[config.mk]
export PLATFORM = sky130hd
export DESIGN_NAME = icache
export DESIGN_NICKNAME = d
export VERILOG_FILES = /design/src/hw/proc_defs_pkg.sv /design/src/hw/cache_defs_pkg.sv /design/src/hw/cache_set.sv /design/src/hw/icache.sv /design/src/hw/icache_controller.sv
export VERILOG_INCLUDE_DIRS = /design/src /design/src/include
export SDC_FILE = /design/constraint.sdc
export NUM_CORES = 1
export LEC_CHECK = 0
export ABC_AREA = 0
export ABC_CLOCK_PERIOD_IN_PS = 4400
export BUFFER_PORTS_ARGS = -buffer_cell sky130_fd_sc_hd__buf_2
export CORE_MARGIN = 1.5
export CORE_UTILIZATION = 25
export DETAILED_ROUTE_END_ITERATION = 12
export SLEW_MARGIN = 20
export SYNTH_ARGS = -nofsm -noshare
export SYNTH_HDL_FRONTEND = slang
export SYNTH_HIERARCHICAL = 1
export SYNTH_SLANG_ARGS = --single-unit
export TNS_END_PERCENT = 100
[constraint.sdc]
create_clock -name i_clock -period 4.4 [get_ports i_clock]
set_clock_uncertainty 0.05 [all_clocks]
set_input_delay 0.88 -clock i_clock [delete_from_list [all_inputs] [get_ports i_clock]]
set_output_delay 0.88 -clock i_clock [all_outputs]
set_load 0.005 [all_outputs]
[src/include/icache_settings.svh]
`ifndef ICACHE_SETTINGS_SVH
`define ICACHE_SETTINGS_SVH

// Cache geometry
`define ICACHE_INDEX_WIDTH   3     // Eight lines
`define ICACHE_OFFSET_WIDTH  2     // Four words per line

// CPU address space
`define INST_ADDR_WIDTH      16    // Byte address bits

// Main memory model
`define MEM_DEPTH_WORDS      1024  // Words in the array
`define MEM_LATENCY          3     // Busy cycles per word read

`endif

[src/hw/proc_defs_pkg.sv]
`include "icache_settings.svh"

// Types seen by the processor side of the fetch path
package proc_defs_pkg;

    // Instruction word as fetched
    typedef logic [31:0] inst_t;

    // Byte address, word aligned when used for fetch
    typedef logic [`INST_ADDR_WIDTH-1:0] inst_addr_t;

endpackage

[src/hw/cache_defs_pkg.sv]
`include "icache_settings.svh"

// Field types and state encoding of the instruction cache
package cache_defs_pkg;

    // Tag takes whatever is left above index, offset and byte bits
    typedef logic [`INST_ADDR_WIDTH-`ICACHE_INDEX_WIDTH-`ICACHE_OFFSET_WIDTH-3:0] icache_tag_t;
    typedef logic [`ICACHE_INDEX_WIDTH-1:0]  icache_index_t;   // Line select
    typedef logic [`ICACHE_OFFSET_WIDTH-1:0] icache_offset_t;  // Word within line

    // -------------------------------------------------------------------
    // Address split, MSB first
    // -------------------------------------------------------------------
    typedef struct packed {
        icache_tag_t    tag;
        icache_index_t  index;
        icache_offset_t offset;
        logic [1:0]     byte_sel;    // Always zero on fetch
    } icache_addr_fields_t;

    // Same word, read raw or as fields
    typedef union packed {
        proc_defs_pkg::inst_addr_t raw;
        icache_addr_fields_t       fields;
    } icache_addr_u;

    // -------------------------------------------------------------------
    // Controller states
    // -------------------------------------------------------------------
    typedef enum logic [1:0] {
        CLEAR,        // Invalidate sweep after reset
        LOOKUP,       // Serve CPU, detect miss
        REFILL_REQ,   // Raise memory read for one word
        REFILL_WAIT   // Wait out busy, write on data cycle
    } icache_state_e;

endpackage

[src/hw/cache_set.sv]
`include "icache_settings.svh"

module cache_set (
    input  logic                           i_clock,
    input  logic                           i_rst_n,
    input  logic                           i_write,   // Store one refill word
    input  logic                           i_clear,   // Invalidate line at i_index
    input  cache_defs_pkg::icache_tag_t    i_tag,
    input  cache_defs_pkg::icache_index_t  i_index,
    input  cache_defs_pkg::icache_offset_t i_offset,
    input  proc_defs_pkg::inst_t           i_wdata,
    output proc_defs_pkg::inst_t           o_rdata,
    output logic                           o_hit
);
    import proc_defs_pkg::*;
    import cache_defs_pkg::*;

    localparam int LINES = 1 << `ICACHE_INDEX_WIDTH;
    localparam int WORDS = 1 << `ICACHE_OFFSET_WIDTH;

    logic        valid_q [LINES];           // Line holds a complete fill
    icache_tag_t tag_q   [LINES];
    inst_t       data_q  [LINES * WORDS];   // Indexed by {index, offset}

    logic [`ICACHE_INDEX_WIDTH+`ICACHE_OFFSET_WIDTH-1:0] word_sel;

    assign word_sel = {i_index, i_offset};

    // -------------------------------------------------------------------
    // Valid bits
    // -------------------------------------------------------------------
    always_ff @(posedge i_clock or negedge i_rst_n) begin
        if (!i_rst_n) begin
            for (int i = 0; i < LINES; i++)
                valid_q[i] <= 1'b0;
        end else if (i_clear) begin
            valid_q[i_index] <= 1'b0;
        end else if (i_write) begin
            // Line turns invalid on the first word, valid again on the last
            valid_q[i_index] <= (i_offset == '1);
        end
    end

    // -------------------------------------------------------------------
    // Tag and data storage
    // -------------------------------------------------------------------
    always_ff @(posedge i_clock) begin
        if (i_write) begin
            data_q[word_sel] <= i_wdata;
            if (i_offset == '1)
                tag_q[i_index] <= i_tag;    // Tag lands with last word
        end
    end

    // Combinational read and compare
    assign o_rdata = data_q[word_sel];
    assign o_hit   = valid_q[i_index] && (tag_q[i_index] == i_tag);

    // Controller never sweeps and fills in the same cycle
    a_clear_write_excl: assert property (@(posedge i_clock) disable iff (!i_rst_n)
        !(i_clear && i_write));

endmodule

[src/hw/icache.sv]
module icache (
    input  logic                       i_clock,
    input  logic                       i_rst_n,

    // CPU side
    input  proc_defs_pkg::inst_addr_t  i_addr,      // Word aligned fetch address
    input  logic                       i_re,
    output proc_defs_pkg::inst_t       o_inst,
    output logic                       o_busy,
    output logic                       o_hit,

    // Memory side
    output proc_defs_pkg::inst_addr_t  o_mem_addr,
    output logic                       o_mem_re,
    input  logic                       i_mem_busy,
    input  proc_defs_pkg::inst_t       i_mem_rdata
);
    import cache_defs_pkg::*;

    icache_addr_u cpu_addr;   // CPU address, split into fields
    icache_addr_u mem_addr;   // Refill address, joined back to raw

    assign cpu_addr.raw = i_addr;

    // -------------------------------------------------------------------
    // Controller
    // -------------------------------------------------------------------
    icache_tag_t    ctrl_tag;
    icache_index_t  ctrl_index;
    icache_offset_t ctrl_offset;
    logic           ctrl_clear;
    logic           ctrl_write;
    logic           ctrl_mem_read;
    logic           ctrl_hit;
    logic           ctrl_busy;
    logic           set_hit;

    icache_controller u_ctrl (
        .i_clock       (i_clock),
        .i_rst_n       (i_rst_n),
        .i_re          (i_re),
        .i_tag         (cpu_addr.fields.tag),
        .i_index       (cpu_addr.fields.index),
        .i_offset      (cpu_addr.fields.offset),
        .i_hit         (set_hit),
        .i_mem_busy    (i_mem_busy),
        .o_tag         (ctrl_tag),
        .o_index       (ctrl_index),
        .o_offset      (ctrl_offset),
        .o_cache_clear (ctrl_clear),
        .o_cache_write (ctrl_write),
        .o_mem_read    (ctrl_mem_read),
        .o_hit         (ctrl_hit),
        .o_busy        (ctrl_busy)
    );

    // -------------------------------------------------------------------
    // Tag, valid and data arrays
    // -------------------------------------------------------------------
    cache_set u_set (
        .i_clock  (i_clock),
        .i_rst_n  (i_rst_n),
        .i_write  (ctrl_write),
        .i_clear  (ctrl_clear),
        .i_tag    (ctrl_tag),
        .i_index  (ctrl_index),
        .i_offset (ctrl_offset),
        .i_wdata  (i_mem_rdata),   // Memory word written straight in
        .o_rdata  (o_inst),
        .o_hit    (set_hit)
    );

    // Refill word address with zero byte bits
    assign mem_addr.fields = '{tag: ctrl_tag, index: ctrl_index,
                               offset: ctrl_offset, byte_sel: 2'b00};
    assign o_mem_addr = mem_addr.raw;
    assign o_mem_re   = ctrl_mem_read;

    // Nothing reported to an idle CPU
    assign o_hit  = ctrl_hit & i_re;
    assign o_busy = ctrl_busy & i_re;

    // Fetches are word aligned
    a_addr_aligned: assert property (@(posedge i_clock) disable iff (!i_rst_n)
        i_re |-> (cpu_addr.fields.byte_sel == 2'b00));

endmodule

[src/hw/icache_controller.sv]
module icache_controller (
    input  logic                           i_clock,
    input  logic                           i_rst_n,
    input  logic                           i_re,        // CPU read enable
    input  cache_defs_pkg::icache_tag_t    i_tag,       // CPU address fields
    input  cache_defs_pkg::icache_index_t  i_index,
    input  cache_defs_pkg::icache_offset_t i_offset,
    input  logic                           i_hit,       // From cache set
    input  logic                           i_mem_busy,  // From memory
    output cache_defs_pkg::icache_tag_t    o_tag,       // Fields presented to set and memory
    output cache_defs_pkg::icache_index_t  o_index,
    output cache_defs_pkg::icache_offset_t o_offset,
    output logic                           o_cache_clear,
    output logic                           o_cache_write,
    output logic                           o_mem_read,
    output logic                           o_hit,
    output logic                           o_busy
);
    import cache_defs_pkg::*;

    icache_state_e  state_q;
    icache_tag_t    tag_q;     // Refill tag
    icache_index_t  index_q;   // Clear sweep or refill line
    icache_offset_t offset_q;  // Word being refilled

    // -------------------------------------------------------------------
    // State machine
    // -------------------------------------------------------------------
    always_ff @(posedge i_clock or negedge i_rst_n) begin
        if (!i_rst_n) begin
            state_q  <= CLEAR;
            tag_q    <= '0;
            index_q  <= '0;
            offset_q <= '0;
        end else begin
            case (state_q)
                CLEAR: begin
                    index_q <= index_q + 1'b1;    // One line per cycle
                    if (index_q == '1)
                        state_q <= LOOKUP;
                end
                LOOKUP: begin
                    if (i_re && !i_hit) begin     // Miss, latch line address
                        tag_q    <= i_tag;
                        index_q  <= i_index;
                        offset_q <= '0;           // Fill always starts at word 0
                        state_q  <= REFILL_REQ;
                    end
                end
                REFILL_REQ: state_q <= REFILL_WAIT;
                REFILL_WAIT: begin
                    if (!i_mem_busy) begin        // Data cycle
                        if (offset_q == '1) begin
                            state_q <= LOOKUP;
                        end else begin
                            offset_q <= offset_q + 1'b1;
                            state_q  <= REFILL_REQ;
                        end
                    end
                end
                default: state_q <= CLEAR;
            endcase
        end
    end

    // CPU fields go straight through while looking up
    assign o_tag    = (state_q == LOOKUP) ? i_tag    : tag_q;
    assign o_index  = (state_q == LOOKUP) ? i_index  : index_q;
    assign o_offset = (state_q == LOOKUP) ? i_offset : offset_q;

    assign o_cache_clear = (state_q == CLEAR);
    assign o_cache_write = (state_q == REFILL_WAIT) && !i_mem_busy;
    // Held through busy, dropped on the data cycle so no second fetch starts
    assign o_mem_read    = (state_q == REFILL_REQ) || ((state_q == REFILL_WAIT) && i_mem_busy);
    assign o_hit         = (state_q == LOOKUP) && i_hit;
    assign o_busy        = !o_hit;

    // -------------------------------------------------------------------
    // Checks
    // -------------------------------------------------------------------
    // Memory stays idle and unrequested during the sweep
    a_clear_no_mem: assert property (@(posedge i_clock) disable iff (!i_rst_n)
        (state_q == CLEAR) |-> (!o_mem_read && !i_mem_busy));

    // Every word write closes a busy period of the memory
    a_write_after_busy: assert property (@(posedge i_clock) disable iff (!i_rst_n)
        o_cache_write |-> (state_q == REFILL_WAIT) && !i_mem_busy && $past(i_mem_busy));

endmodule

**After elaboration in Yosys (flattened, before gate mapping)**

Memories as Yosys holds them, arrays and structs flattened.
Index checks and enable logic that the tools add are counted.

- Register bits after elaboration: 24
- Latch bits: 0
- RAM bits: 1096
- Memory bits (read-only): 0
- Bits of input ports: 52
- Output and inout port bits: 51
- Word-level logic and storage cells: 79
- Memories kept: 2

- Add/subtract/negate cells: 2
- Multiply operators: 0
- Div/mod/pow operators: 0
- Order comparisons: 2
- Eq/ne operators: 11
- Shift operators: 0
- Multiplexer cells: 27
- Bitwise gates (word level): 5
- Reductions and logical operators: 18

Memory list:

| name | words | width | rd ports | clocked after memory_dff | write ports | line | RTL |
|---|---|---|---|---|---|---|---|
| u_set.data_q | 32 | 32 | 1 | 0 | 1 | cache_set.sv:23 | `inst_t data_q [LINES * WORDS];` |
| u_set.tag_q | 8 | 9 | 1 | 0 | 1 | cache_set.sv:22 | `icache_tag_t tag_q [LINES];` |

Operator list:

| operator | count |
|---|---|
| 2-bit 2-to-1 mux | 8 |
| 8-bit 2-to-1 mux | 2 |
| 9-bit equality test | 1 |
| 9-bit 2-to-1 mux | 1 |
| 8-bit bitwise AND | 1 |
| 8-bit bitwise mux | 1 |
| 2-bit equality test, second input constant | 4 |
| 1-bit 2-to-1 mux | 8 |
| 8-bit NOT | 1 |
| 2-bit one-hot mux with 4 select lines | 1 |
| 1-bit logical AND | 6 |
| 3-bit 2-to-1 mux | 2 |
| 3-bit one-hot mux with 2 select lines | 1 |
| 2-bit nonzero test | 3 |
| 4-bit >= comparator, second input constant | 1 |
| 4-bit by 1-bit less-than comparator with 1-bit output, second input constant | 1 |
| 2-bit by 1-bit != test with 1-bit output, second input constant | 2 |
| 2-bit != test, second input constant | 2 |
| 3-bit NOT with 4-bit output | 1 |
| 2-bit one-hot mux with 2 select lines | 1 |
| 2-bit AND reduction | 2 |
| 4-bit AND reduction | 1 |
| 3-bit by 1-bit adder with 3-bit output, second input constant | 1 |
| 1-bit binary-select mux with 3-bit select | 1 |
| other kinds (9) | 12 |

**Depth between registers and ports, before layout**

Gate-level depths: netlist (run 1).

- Word-level depth: 11
- Mapped depth: 15
- Depth with buffers taken out: 10

**Hierarchy**

The synthesis (run 1) kept the hierarchy.

Modules (own cells, without submodules):

| module | instances | cells each | area each (um^2) | seq. area each (um^2) |
|---|---|---|---|---|
| cache_set | 1 | 1775 | 41552.4 | 33111.8 |
| icache_controller | 1 | 75 | 917.1 | 400.4 |
| icache | 1 | 5 | 31.3 | 0.0 |

**Least setup slack after synthesis (run 1)**

Ideal clock, no wire load.

- Kind: input port to flip-flop
- Start point: input port i_addr[2]
- End point: memory u_set/data_q[0][0] (netlist bit), enable pin
- Setup time: 421 ps
- Data arrival time: 3560 ps
- Required time: 3929 ps
- Setup slack: 369 ps
- Stages on the path: 7
- Cells stage by stage: mux2_2 > buf_2 > clkbuf_1 > buf_2 > or3_1 > clkbuf_1 > nor2_1

- Cells in the longest elaborated chain, start to end: 1

Ends and longest elaborated chain:

| item | line | RTL |
|---|---|---|
| start: declaration | icache.sv:6 | `input proc_defs_pkg::inst_addr_t i_addr,` |
| 2-bit 2-to-1 mux | icache_controller.sv:69 | `assign o_offset = (state_q == LOOKUP) ? i_offset : offset_q;` |
| end: declaration | cache_set.sv:23 |  |

Every way passes these cells.

**Worst setup path in the final report (run 1)**

- Start point: register u_ctrl.state_q[1]
- End point: output port o_hit

- Cells in the longest elaborated chain, start to end: 9

Ends and longest elaborated chain:

| item | line | RTL |
|---|---|---|
| start: declaration | icache_controller.sv:21 | `icache_state_e state_q;` |
| start signal: assignment | icache_controller.sv:31 | `state_q <= CLEAR;` |
| start signal: assignment | icache_controller.sv:40 | `state_q <= LOOKUP;` |
| start signal: assignment | icache_controller.sv:47 | `state_q <= REFILL_REQ;` |
| 2-bit by 1-bit equality test with 1-bit output * | icache_controller.sv:67, icache_controller.sv:68 |  |
| parallel branches: the longest is 5 deep, another holds memory read 8 x 9 bit | - |  |
| 1-bit logical AND * | cache_set.sv:57 | `assign o_hit = valid_q[i_index] && (tag_q[i_index] == i_tag);` |
| named net set_hit | icache.sv:36 | `logic set_hit;` |
| 1-bit logical AND * | icache_controller.sv:75 | `assign o_hit = (state_q == LOOKUP) && i_hit;` |
| named net ctrl_hit | icache.sv:34 | `logic ctrl_hit;` |
| 1-bit bitwise AND * | icache.sv:80 | `assign o_hit = ctrl_hit & i_re;` |
| end: declaration | icache.sv:10 | `output logic o_hit,` |

Mark *: on every way through the listed nets, which the timed path passes. The select of a mux whose other input is x is not followed.

==> key figures, run 1 <==
Timing
  • RSZ-0062 raised after global routing: yes
  • Fin. max-slew vios: 0
  • Fin crit share: 99.4%
  • Fmax: 229 MHz
  • Post-route minimum period: 4.37 ns
  • Final hold viol count: 0
  • Worst Tran Pin Value: 0.902 ns
  • Worst slew margin: 39.6%
  • Setup violators final: 0

Placed design
  • HPWL Detailed: 62.2 mm
  • Placed Area: 47,100 µm²
  • IO buf count: 98
  • GP Congestion: 0.734

Power and ir drop
  • Sequential share of power: 37.7%
  • Pwr dens: 645 nW/µm²
  • Clock Power Share: 27.9%
  • Leakage power figure: 16.0 nW
  • Switching Fraction: 30.7%
  • Combinational fraction of design power: 34.4%
  • Sw power: 10.2 mW
  • Internal: 23.0 mW
  • Peak VDD IR: 467 µV

Drt
  • WL per Instance: 25.1 µm
  • Via density: 4.73
  • Post-route ant nets: 0
  • Initial DRC Count: 2,117
  • Detailed Route WL: 112 mm
  • Initial DRT Pass Iterations: 5
  • Via count: 21.1k
  • Drc violations: 0

Floorplan
  • Core area: 169,000 µm²
  • Die Ht: 415 µm
  • Die area: 172,000 µm²
  • Initial core utilization: 25.1%
  • Die W: 415 µm
  • Row count: 151
  • Num ports: 103

Layout
  • Area of the multi-input gates: 9120 µm²
  • Number of nets in the layout: 2,197
  • Share of cells above drive strength 1: 36.6%
  • Fillers: 16.1k
  • Area Overhead vs Synth: 21.4%
  • Fin util: 30.5%
  • Fin area: 51,600 µm²
  • FF/Latch Area: 33,500 µm²

Clocking
  • Clk slew on worst S/H paths: 0.06 ns
  • Clock root buffer: clkbuf_16
  • Post-CTS Hold Buffers: 0
  • CTS tree: built
  • CTS H-Tree Depth: 3
  • Clock tree buffer depth: 3
  • CTS Sinks: 1,120
  • CTS Buf Count: 111
  • Clock Latency Late Sink: 0.69 ns

Synth
  • Top cell type's share of synthesized area: 77.4%
  • Post-synth top flop: edfxtp_1
  • Number of synthesized flops with an enable pin: 1,096
  • Ys async rst share: 2.14%
  • Post-synth top cells: 1,096 x edfxtp_1, 266 x mux4_2, 134 x a22oi_1
  • Synth area leaders: edfxtp_1 77%, mux4_2 14%, a22oi_1 2.4%
  • Post-synthesis cell count: 1,855
  • Mapped Area: 42,500 µm²
  • Cell with the most instances after synthesis: edfxtp_1
  • Yosys top cell by area: edfxtp_1
  • Yosys cell types: 46
  • Yosys warns: 6
  • Share of the yosys chip area belonging to registers: 78.9%
  • Mean Syn Cell Area: 22.9 µm²
  • #FFs+latches synth: 1,120

Setup path
  • Critical path buffer and inverter count: 3
  • Crit start category: flip-flop
  • Critical Path Sink Type: primary output
  • Crit-path max FO: 8
  • Delay-heaviest family, CP: multiplexers
  • Critical path depth: 12
  • Reg2Reg Depth: 11
  • Crit-path slowest cell: mux4_2
  • WP data arrival: 3.44 ns
  • CP Cell Sequence: nor2b_4 -> mux2_4 -> buf_12 -> mux4_2 -> mux2i_1 -> xor2_1 -> nand3_2 -> nor4_4 -> nand2_1 -> inv_1 -> and2_1 -> buf_2
  • Crit path largest cell delay: 0.42 ns
  • Req. time, crit path: 3.47 ns
  • CP Class: reg -> out

Job
  • Max Cap Viol: 0

Worst hold path
  • Tightest Hold Check Type: in -> async

Run status
  • Status: finished, final reports clean

Global route
  • Tot GR Track Use: 12.7%
  • Initial antenna violation count: 16
  • Vias in the first global route: 20.8k
  • First-pass GRT wire length: 157 mm
  • Total grt overflow: 0
  • Pin count of the biggest net entering global routing: 43
==> worst paths after layout <==
path                                    from                  end  slack [ns]
setup / recovery           u_ctrl/state_q[1]                o_hit        0.03
hold / removal                       i_rst_n     u_set/valid_q[1]        0.17
setup reg to reg           u_ctrl/state_q[0]  u_set/data_q[31][8]        0.78
hold reg to reg              u_ctrl/tag_q[8]      u_ctrl/tag_q[8]        0.46
max in group asynchronous            i_rst_n   u_ctrl/offset_q[1]        3.71
min in group i_clock               i_addr[9]      u_ctrl/tag_q[2]        0.40
==> area by class of cell <==
cell class | count | area share [%]
clock inverters | 70 | 1.26
well taps | 2218 | 5.38
inverters | 5 | 0.0364
clock buffers | 137 | 5.65
flip-flops and latches | 1120 | 64.9
diodes | 1 | 0.00485
repair buffers | 273 | 5.04
multi-input cells | 631 | 17.7
==> cell usage in the layout, fill, tap and decap left out, types with 22 or more instances in the layout <==
cell,count
buf_4,116
dfrtp_1,24
nor2_4,32
mux4_2,266
a22oi_1,89
clkbuf_16,120
clkinv_2,22
buf_12,37
a22oi_2,45
nand4_1,34
edfxtp_1,1096
nand2_1,22
buf_2,95
clkbuf_1,24
clkinv_1,29
mux2_2,23
==> sequential cells by signal, indices dropped and copies added, names as in the netlist <==
| name | flops |
|---|---|
| u_set/data_q | 1024 |
| u_set/valid_q | 8 |
| u_ctrl/state_q | 2 |
| u_ctrl/offset_q | 2 |
| u_ctrl/index_q | 3 |
| u_set/tag_q | 72 |
| u_ctrl/tag_q | 9 |
==> logic make-up (layout without fill, tap and decap cells) <==
group | after synthesis | after routing | synth area share (%)
buffers and inverters | 109 | 485 | 1.15
DFF | 1120 | 1120 | 78.9
adders and majority gates | 3 | 3 | 0.0883
and+or+nand+nor | 134 | 134 | 1.66
xor gates and xnor gates | 5 | 5 | 0.103
muxes | 309 | 313 | 15.2
other | 1 | 3 | 0.00882
AOI/OAI and AO/OA | 174 | 174 | 2.96
==> power by group through the flow <==
stage / clock [mW] / combinational, mW / sequential, mW
6_report: 9.29 / 11.4 / 12.5
5_1_grt: 9.88 / 12.2 / 12.6
4_1_cts: 9.47 / 11.0 / 12.5
3_5_place_dp: 0 / 10.5 / 12.7
3_3_place_gp: 0 / 10.5 / 12.7
2_1_floorplan: 0 / 6.15 / 12.7
==> metal layers <==
metal  part of all wire, %  track usage [%]  up-vias
met5                 0.088                0        -
met4                   1.8             2.69       18
met3                   7.0             2.49      170
met2                    48             20.4      765
met1                    43             17.7    11500
li1                      -                -     8569
==> through the flow <==
step                      setup slack (ns)  power [mW]  hold WS [ns]  instances  setup TNS, ns
after floorplan                      0.369        18.8         0.414       1856              0
after global placement             0.00393        23.2         0.434       4206              0
after detailed placement             0.121        23.3         0.439       4206              0
after CTS                          -0.0312        33.0         0.152       4434        -0.0885
after global routing                -0.156        34.6         0.178       4455          -1.42
final                               0.0266        33.3         0.168       4455              0
==> repair_timing <==
action | 4_1_cts | 5_1_grt
setup endpoints to repair | 34 | 21
resized for setup | 27 | 51
gates cloned | 6 | 7
pin swaps | 17 | 34
setup buffers | 15 | 13
(Power assumes the default switching activity.)
==> run 2, diff against run 1 <==
- CTS_CLUSTER_DIAMETER: default -> 80
- CTS_CLUSTER_SIZE: default -> 40
- SETUP_SLACK_MARGIN: default -> 0.1
==> key figures, run 2 (synthesis gave the netlist of run 1 again) <==
Run status
  • Status: finished, final reports clean

Timing
  • Fin crit share: 99.9% (+0.48 points)
  • RSZ-0062 raised after global routing: yes
  • Worst slew margin: 41.1% (+1.5 points)
  • Post-route minimum period: 4.39 ns (+0.0210 ns)
  • Post-route worst setup slack: 0.00558 ns (-0.0210 ns)
  • Hold_ws: 0.196 ns (+0.0278 ns)
  • Fin. max-slew vios: 0 (unchanged)
  • Setup violators final: 0 (unchanged)
  • Final hold viol count: 0 (unchanged)
  • Worst Tran Pin Value: 0.884 ns (-0.0185 ns)
  • Fmax: 228 MHz (-0.48%)

Layout
  • Largest registers: u_set/data_q: 1024 flops, u_set/tag_q: 72 flops, u_ctrl/tag_q: 9 flops
  • Most frequent cells in the layout: 1,096 x edfxtp_1, 266 x mux4_2, 125 x buf_4
  • Max reg flops: 1,024 (unchanged)
  • Number of nets in the layout: 2,147 (-2.3%)
  • Area Overhead vs Synth: 17.6%
  • Biggest register: u_set/data_q
  • Commonest non-fill, non-tap cell in the layout: edfxtp_1
  • FF/Latch Area: 33,500 µm² (about the same)
  • Fillers: 16.2k (+0.65%)
  • Share of cells above drive strength 1: 36.6% (about the same)
  • Area of the multi-input gates: 9220 µm² (+1.1%)

Setup path
  • Worst R2R End: u_set/data_q[8][25]
  • Setup slack, reg-to-reg: 0.61 ns (-0.17 ns)
  • Reg2Reg Depth: 11 (unchanged)
  • Crit-path max FO: 21 (+13)
  • CP startpoint: u_ctrl/state_q[1]
  • Critical Path Sink Type: primary output
  • Req. time, crit path: 3.47 ns (about the same)
  • Crit start category: flip-flop
  • CP Class: reg -> out
  • FF-to-FF Start: u_ctrl/state_q[1]
  • WP data arrival: 3.46 ns (+0.02 ns)

Clocking
  • CTS Buf Count: 45 (-59%)
  • Clk slew on worst S/H paths: 0.11 ns (+0.05 ns)
  • CTS H-Tree Depth: 2 (-1)
  • Clock root buffer: clkbuf_16
  • CTS tree: built
  • CTS Sinks: 1,120 (unchanged)
  • Clock Latency Late Sink: 0.64 ns (-0.05 ns)
  • Clock tree buffer depth: 3 (unchanged)

Drt
  • Initial DRC Count: 2,132 (+0.71%)
  • Post-route ant nets: 0 (unchanged)
  • Detailed Route WL: 112 mm (-0.30%)
  • Via count: 20.6k (-2.2%)
  • Via density: 4.74 (+0.30%)
  • Drc violations: 0 (unchanged)
  • WL per Instance: 25.7 µm (+2.3%)
  • Initial DRT Pass Iterations: 5 (unchanged)

Global route
  • Tot GR Track Use: 12.5% (-0.18 points)
  • First-pass GRT wire length: 154 mm (-1.9%)
  • Vias in the first global route: 20.1k (-3.6%)
  • Total grt overflow: 0 (unchanged)
  • Pin count of the biggest net entering global routing: 43 (unchanged)
  • Initial antenna violation count: 17 (+1)

Floorplan
  • Core area: 169,000 µm² (unchanged)
  • Die area: 172,000 µm² (unchanged)
  • Die Ht: 415 µm (unchanged)
  • Initial core utilization: 25.1% (unchanged)
  • Die W: 415 µm (unchanged)
  • Row count: 151 (unchanged)
  • Num ports: 103 (unchanged)

Job
  • Max Cap Viol: 0 (unchanged)

Placed design
  • IO buf count: 98 (unchanged)
  • GP Congestion: 0.734 (unchanged)
  • HPWL Detailed: 62.2 mm (unchanged)
  • Setup WS pre-CTS: 0.121 ns (unchanged)

Power and ir drop
  • Leakage power figure: 15.1 nW (-5.3%)
  • Peak VDD IR: 388 µV (-17%)
  • Pwr dens: 602 nW/µm² (-6.7%)

Worst hold path
  • Tightest Hold Check Type: in -> async
run 2: worst max path at each step:
stage	endpoint	cells after the start
floorplan	u_set/data_q[0][0]	7
global placement	o_hit	12
detailed placement	o_hit	12
CTS	o_hit	12
global route	o_hit	12
finish	o_inst[14]	12
run 2: report_power, final:
group	internal, mW	switching, mW
Combinational	5.66	6.24
Clock	2.12	3.54
Sequential	12.3	0.160
Total	20.1	9.94
run 2: metal layers:
metal / vias to the layer above / track usage, % / wire length, µm
met5: - / 0 / 109
met4: 20 / 2.65 / 1980
met3: 119 / 2.26 / 8230
met2: 733 / 20.2 / 53900
met1: 11300 / 17.4 / 47400
li1: 8401 / - / -
run 2: what timing repair did:
action	4_1_cts	5_1_grt
cloned	8	7
setup endpoints to repair	34	30
pin swaps	28	43
resized for setup	47	78
hold buffers	0	0
setup buffers	16	26
run 2: stage by stage:
step | power (mW) | TNS (ns) | cells | instance area, µm² | utilization [%]
6_report | 30.1 | 0 | 4343 | 50000 | 29.6
3_5_place_dp | 23.3 | 0 | 4206 | 47100 | 27.9
3_3_place_gp | 23.2 | 0 | 4206 | 47100 | 27.9
5_1_grt | 31.3 | -1.11 | 4342 | 50000 | 29.6
2_1_floorplan | 18.8 | 0 | 1856 | 42500 | -
4_1_cts | 29.6 | 0 | 4307 | 49200 | 29.1
run 2: layout make-up:
cell class	instances	area share (%)
sequential	1120	67.1
multi-input combinational	631	18.4
timing repair buffer	289	5.70
tap	2218	5.55
clock buffer	45	2.25
clock inverter	32	0.936
inverter	5	0.0376
antenna	3	0.0150
run 2: worst max-delay path: stages (launching register included):
cell	delay, ns
dfrtp_1	0.42
nor2b_4	0.18
buf_4	0.14
buf_6	0.10
buf_16	0.13
mux2_4	0.33
buf_12	0.16
buf_16	0.18
buf_12	0.17
mux4_2	0.45
a22oi_2	0.21
nand4_1	0.13
buf_4	0.19
==> run 3, diff against run 2 <==
--- a/config.mk
+++ b/config.mk
@@ -12,3 +12,3 @@
 export CORE_MARGIN = 1.5
-export CORE_UTILIZATION = 25
+export CORE_UTILIZATION = 34
 export CTS_CLUSTER_DIAMETER = 80
--- a/constraint.sdc
+++ b/constraint.sdc
@@ -4,2 +4,2 @@
 set_output_delay 0.88 -clock i_clock [all_outputs]
-set_load 0.005 [all_outputs]
+set_load 0.1 [all_outputs]
==> key figures, run 3 (synthesis gave the netlist of run 1 again) <==
Timing
  • Final hold viol count: 0 (unchanged)
  • Hold_ws: 0.210 ns (+0.0141 ns)
  • Post-route minimum period: 4.66 ns (+0.263 ns)
  • Fin crit share: 106% (+6.0 points)
  • Worst Tran Pin Value: 0.840 ns (-0.0437 ns)
  • Fmax: 215 MHz (-5.6%)
  • Setup tns final: -2.91 ns (-2.91 ns)
  • Worst slew margin: 44.0% (+2.9 points)
  • Fin. max-slew vios: 0 (unchanged)
  • RSZ-0062 raised after global routing: yes
  • Setup violators final: 26 (+26)
  • Post-route worst setup slack: -0.257 ns (-0.263 ns)

Layout
  • Most frequent cells in the layout: 1,096 x edfxtp_1, 266 x mux4_2, 89 x buf_4
  • Share of cells above drive strength 1: 36.2% (-0.38 points)
  • Max reg flops: 1,024 (unchanged)
  • Area of the multi-input gates: 9310 µm² (+0.96%)
  • FF/Latch Area: 33,500 µm² (about the same)
  • Fillers: 10.6k (-34%)
  • Number of nets in the layout: 2,098 (-2.3%)
  • Area Overhead vs Synth: 16.3%
  • Biggest register: u_set/data_q
  • Commonest non-fill, non-tap cell in the layout: edfxtp_1
  • Largest registers: u_set/data_q: 1024 flops, u_set/tag_q: 72 flops, u_ctrl/tag_q: 9 flops

Setup path
  • Crit-path max FO: 20 (-4.8%)
  • WP data arrival: 3.73 ns (+0.27 ns)
  • Crit start category: flip-flop
  • Reg2Reg Depth: 13 (+2)
  • CP Class: reg -> out
  • Req. time, crit path: 3.47 ns (about the same)
  • Critical Path Sink Type: primary output

Worst hold path
  • Tightest Hold Check Type: in -> async

Clocking
  • Post-CTS Hold Buffers: 0 (unchanged)
  • Clock root buffer: clkbuf_16
  • CTS tree: built
  • Clock tree buffer depth: 3 (unchanged)
  • CTS Sinks: 1,120 (unchanged)
  • CTS Buf Count: 45 (unchanged)
  • Clock Latency Late Sink: 0.66 ns (+0.02 ns)
  • CTS H-Tree Depth: 2 (unchanged)
  • Clk slew on worst S/H paths: 0.11 ns (about the same)

Drt
  • Detailed Route WL: 103 mm (-7.7%)
  • WL met2: 52.1 mm (-3.2%)
  • Via count: 20.1k (-2.4%)
  • Via density: 5.41 (+14%)
  • Initial DRC Count: 2,008 (-5.8%)
  • Met1 WL: 42.0 mm (-11%)
  • Post-route ant nets: 0 (unchanged)
  • Drc violations: 14 (+14)
  • Initial DRT Pass Iterations: 9 (+4)
  • Metal3 WL: 6.49 mm (-21%)
  • Highest metal used: met5
  • WL per Instance: 27.7 µm (+7.8%)

Floorplan
  • Die Ht: 357 µm (-14%)
  • Die area: 127,000 µm² (-26%)
  • Initial core utilization: 34.3% (+9.2 points)
  • Die W: 357 µm (-14%)
  • Row count: 129 (-15%)
  • Core area: 124,000 µm² (-27%)
  • Num ports: 103 (unchanged)

Global route
  • Pin count of the biggest net entering global routing: 84 (+95%)
  • Tot GR Track Use: 16.2% (+3.7 points)
  • Vias in the first global route: 20.6k (+2.5%)
  • Total grt overflow: 0 (unchanged)
  • Initial antenna violation count: 10 (-7)
  • First-pass GRT wire length: 147 mm (-4.5%)

Job
  • Max Cap Viol: 0 (unchanged)

Placed design
  • IO buf count: 98 (unchanged)
  • HPWL Detailed: 57.1 mm (-8.3%)
  • GP Congestion: 0.754 (+2.6%)

Power and ir drop
  • Peak VDD IR: 633 µV (+63%)
  • Leakage power figure: 15.0 nW (-0.53%)
  • Pwr dens: 709 nW/µm² (+18%)

Run status
  • Status: complete, but fails checks
  • Failing checks: design-rule violations, negative setup slack
==> run 3: power breakdown <==
part           switching [mW]  leakage [nW]  total, mW  internal, mW
Sequential              0.160          10.1       12.5          12.3
Combinational            10.1          4.09       16.7          6.65
Clock                    3.60         0.825       5.83          2.22
==> run 3: cell type report <==
type | instances | area share [%]
diodes | 2 | 0.0101
clock buffers | 48 | 2.39
clock inverters | 34 | 1.17
inverters | 5 | 0.0380
multi-input cells | 629 | 18.8
flip-flops and latches | 1120 | 67.8
well taps | 1637 | 4.14
repair buffers | 242 | 5.62
==> run 3: stage by stage <==
| stage | worst slack [ns] | utilization (%) | cell area [µm²] | instances | total power, mW |
|---|---|---|---|---|---|
| 2_1_floorplan | 0.0104 | - | 42600 | 1856 | 23.0 |
| 3_3_place_gp | -0.121 | 37.7 | 46600 | 3604 | 28.2 |
| 3_5_place_dp | -0.0684 | 37.7 | 46600 | 3604 | 28.3 |
| 4_1_cts | -0.303 | 39.8 | 49200 | 3710 | 35.3 |
| 5_1_grt | -0.431 | 39.9 | 49400 | 3716 | 36.3 |
| 6_report | -0.257 | 39.9 | 49400 | 3717 | 35.0 |
==> run 3: path summary, 6_finish.rpt <==
path                       slack, ns         endpoint              start
min in group i_clock            0.42  u_ctrl/tag_q[6]         i_addr[13]
max in group asynchronous       3.62  u_ctrl/tag_q[7]            i_rst_n
hold / removal                  0.21  u_ctrl/tag_q[4]            i_rst_n
setup reg to reg                0.64  u_ctrl/tag_q[7]  u_ctrl/state_q[0]
setup / recovery               -0.26           o_busy  u_ctrl/state_q[0]
hold reg to reg                 0.47  u_ctrl/tag_q[3]    u_ctrl/tag_q[3]
==> run 3: routing by layer <==
metal,global-route usage (%),vias up
met4,3.69,4
met2,27.4,634
met1,21.9,11000
met3,2.61,128
li1,-,8282
met5,0,-
==> run 3: worst max-delay path, stage by stage, from the launching register on <==
cell and delay, ns:
dfrtp_1 0.41, nor2b_4 0.14, buf_12 0.14, buf_4 0.13
mux2_4 0.41, mux4_2 0.33, mux2i_2 0.20, xor2_1 0.17
nand4_1 0.21, nor4_4 0.44, nand2_1 0.12, and2_2 0.22
buf_12 0.16
==> run 3: timing repair <==
item / in CTS / in global routing
resized for setup: 100 / 25
setup endpoints to repair: 34 / 34
endpoints found under the hold margin: 0 / 0
setup buffers: 19 / 4
pin swaps: 56 / 43
cloned: 5 / 1
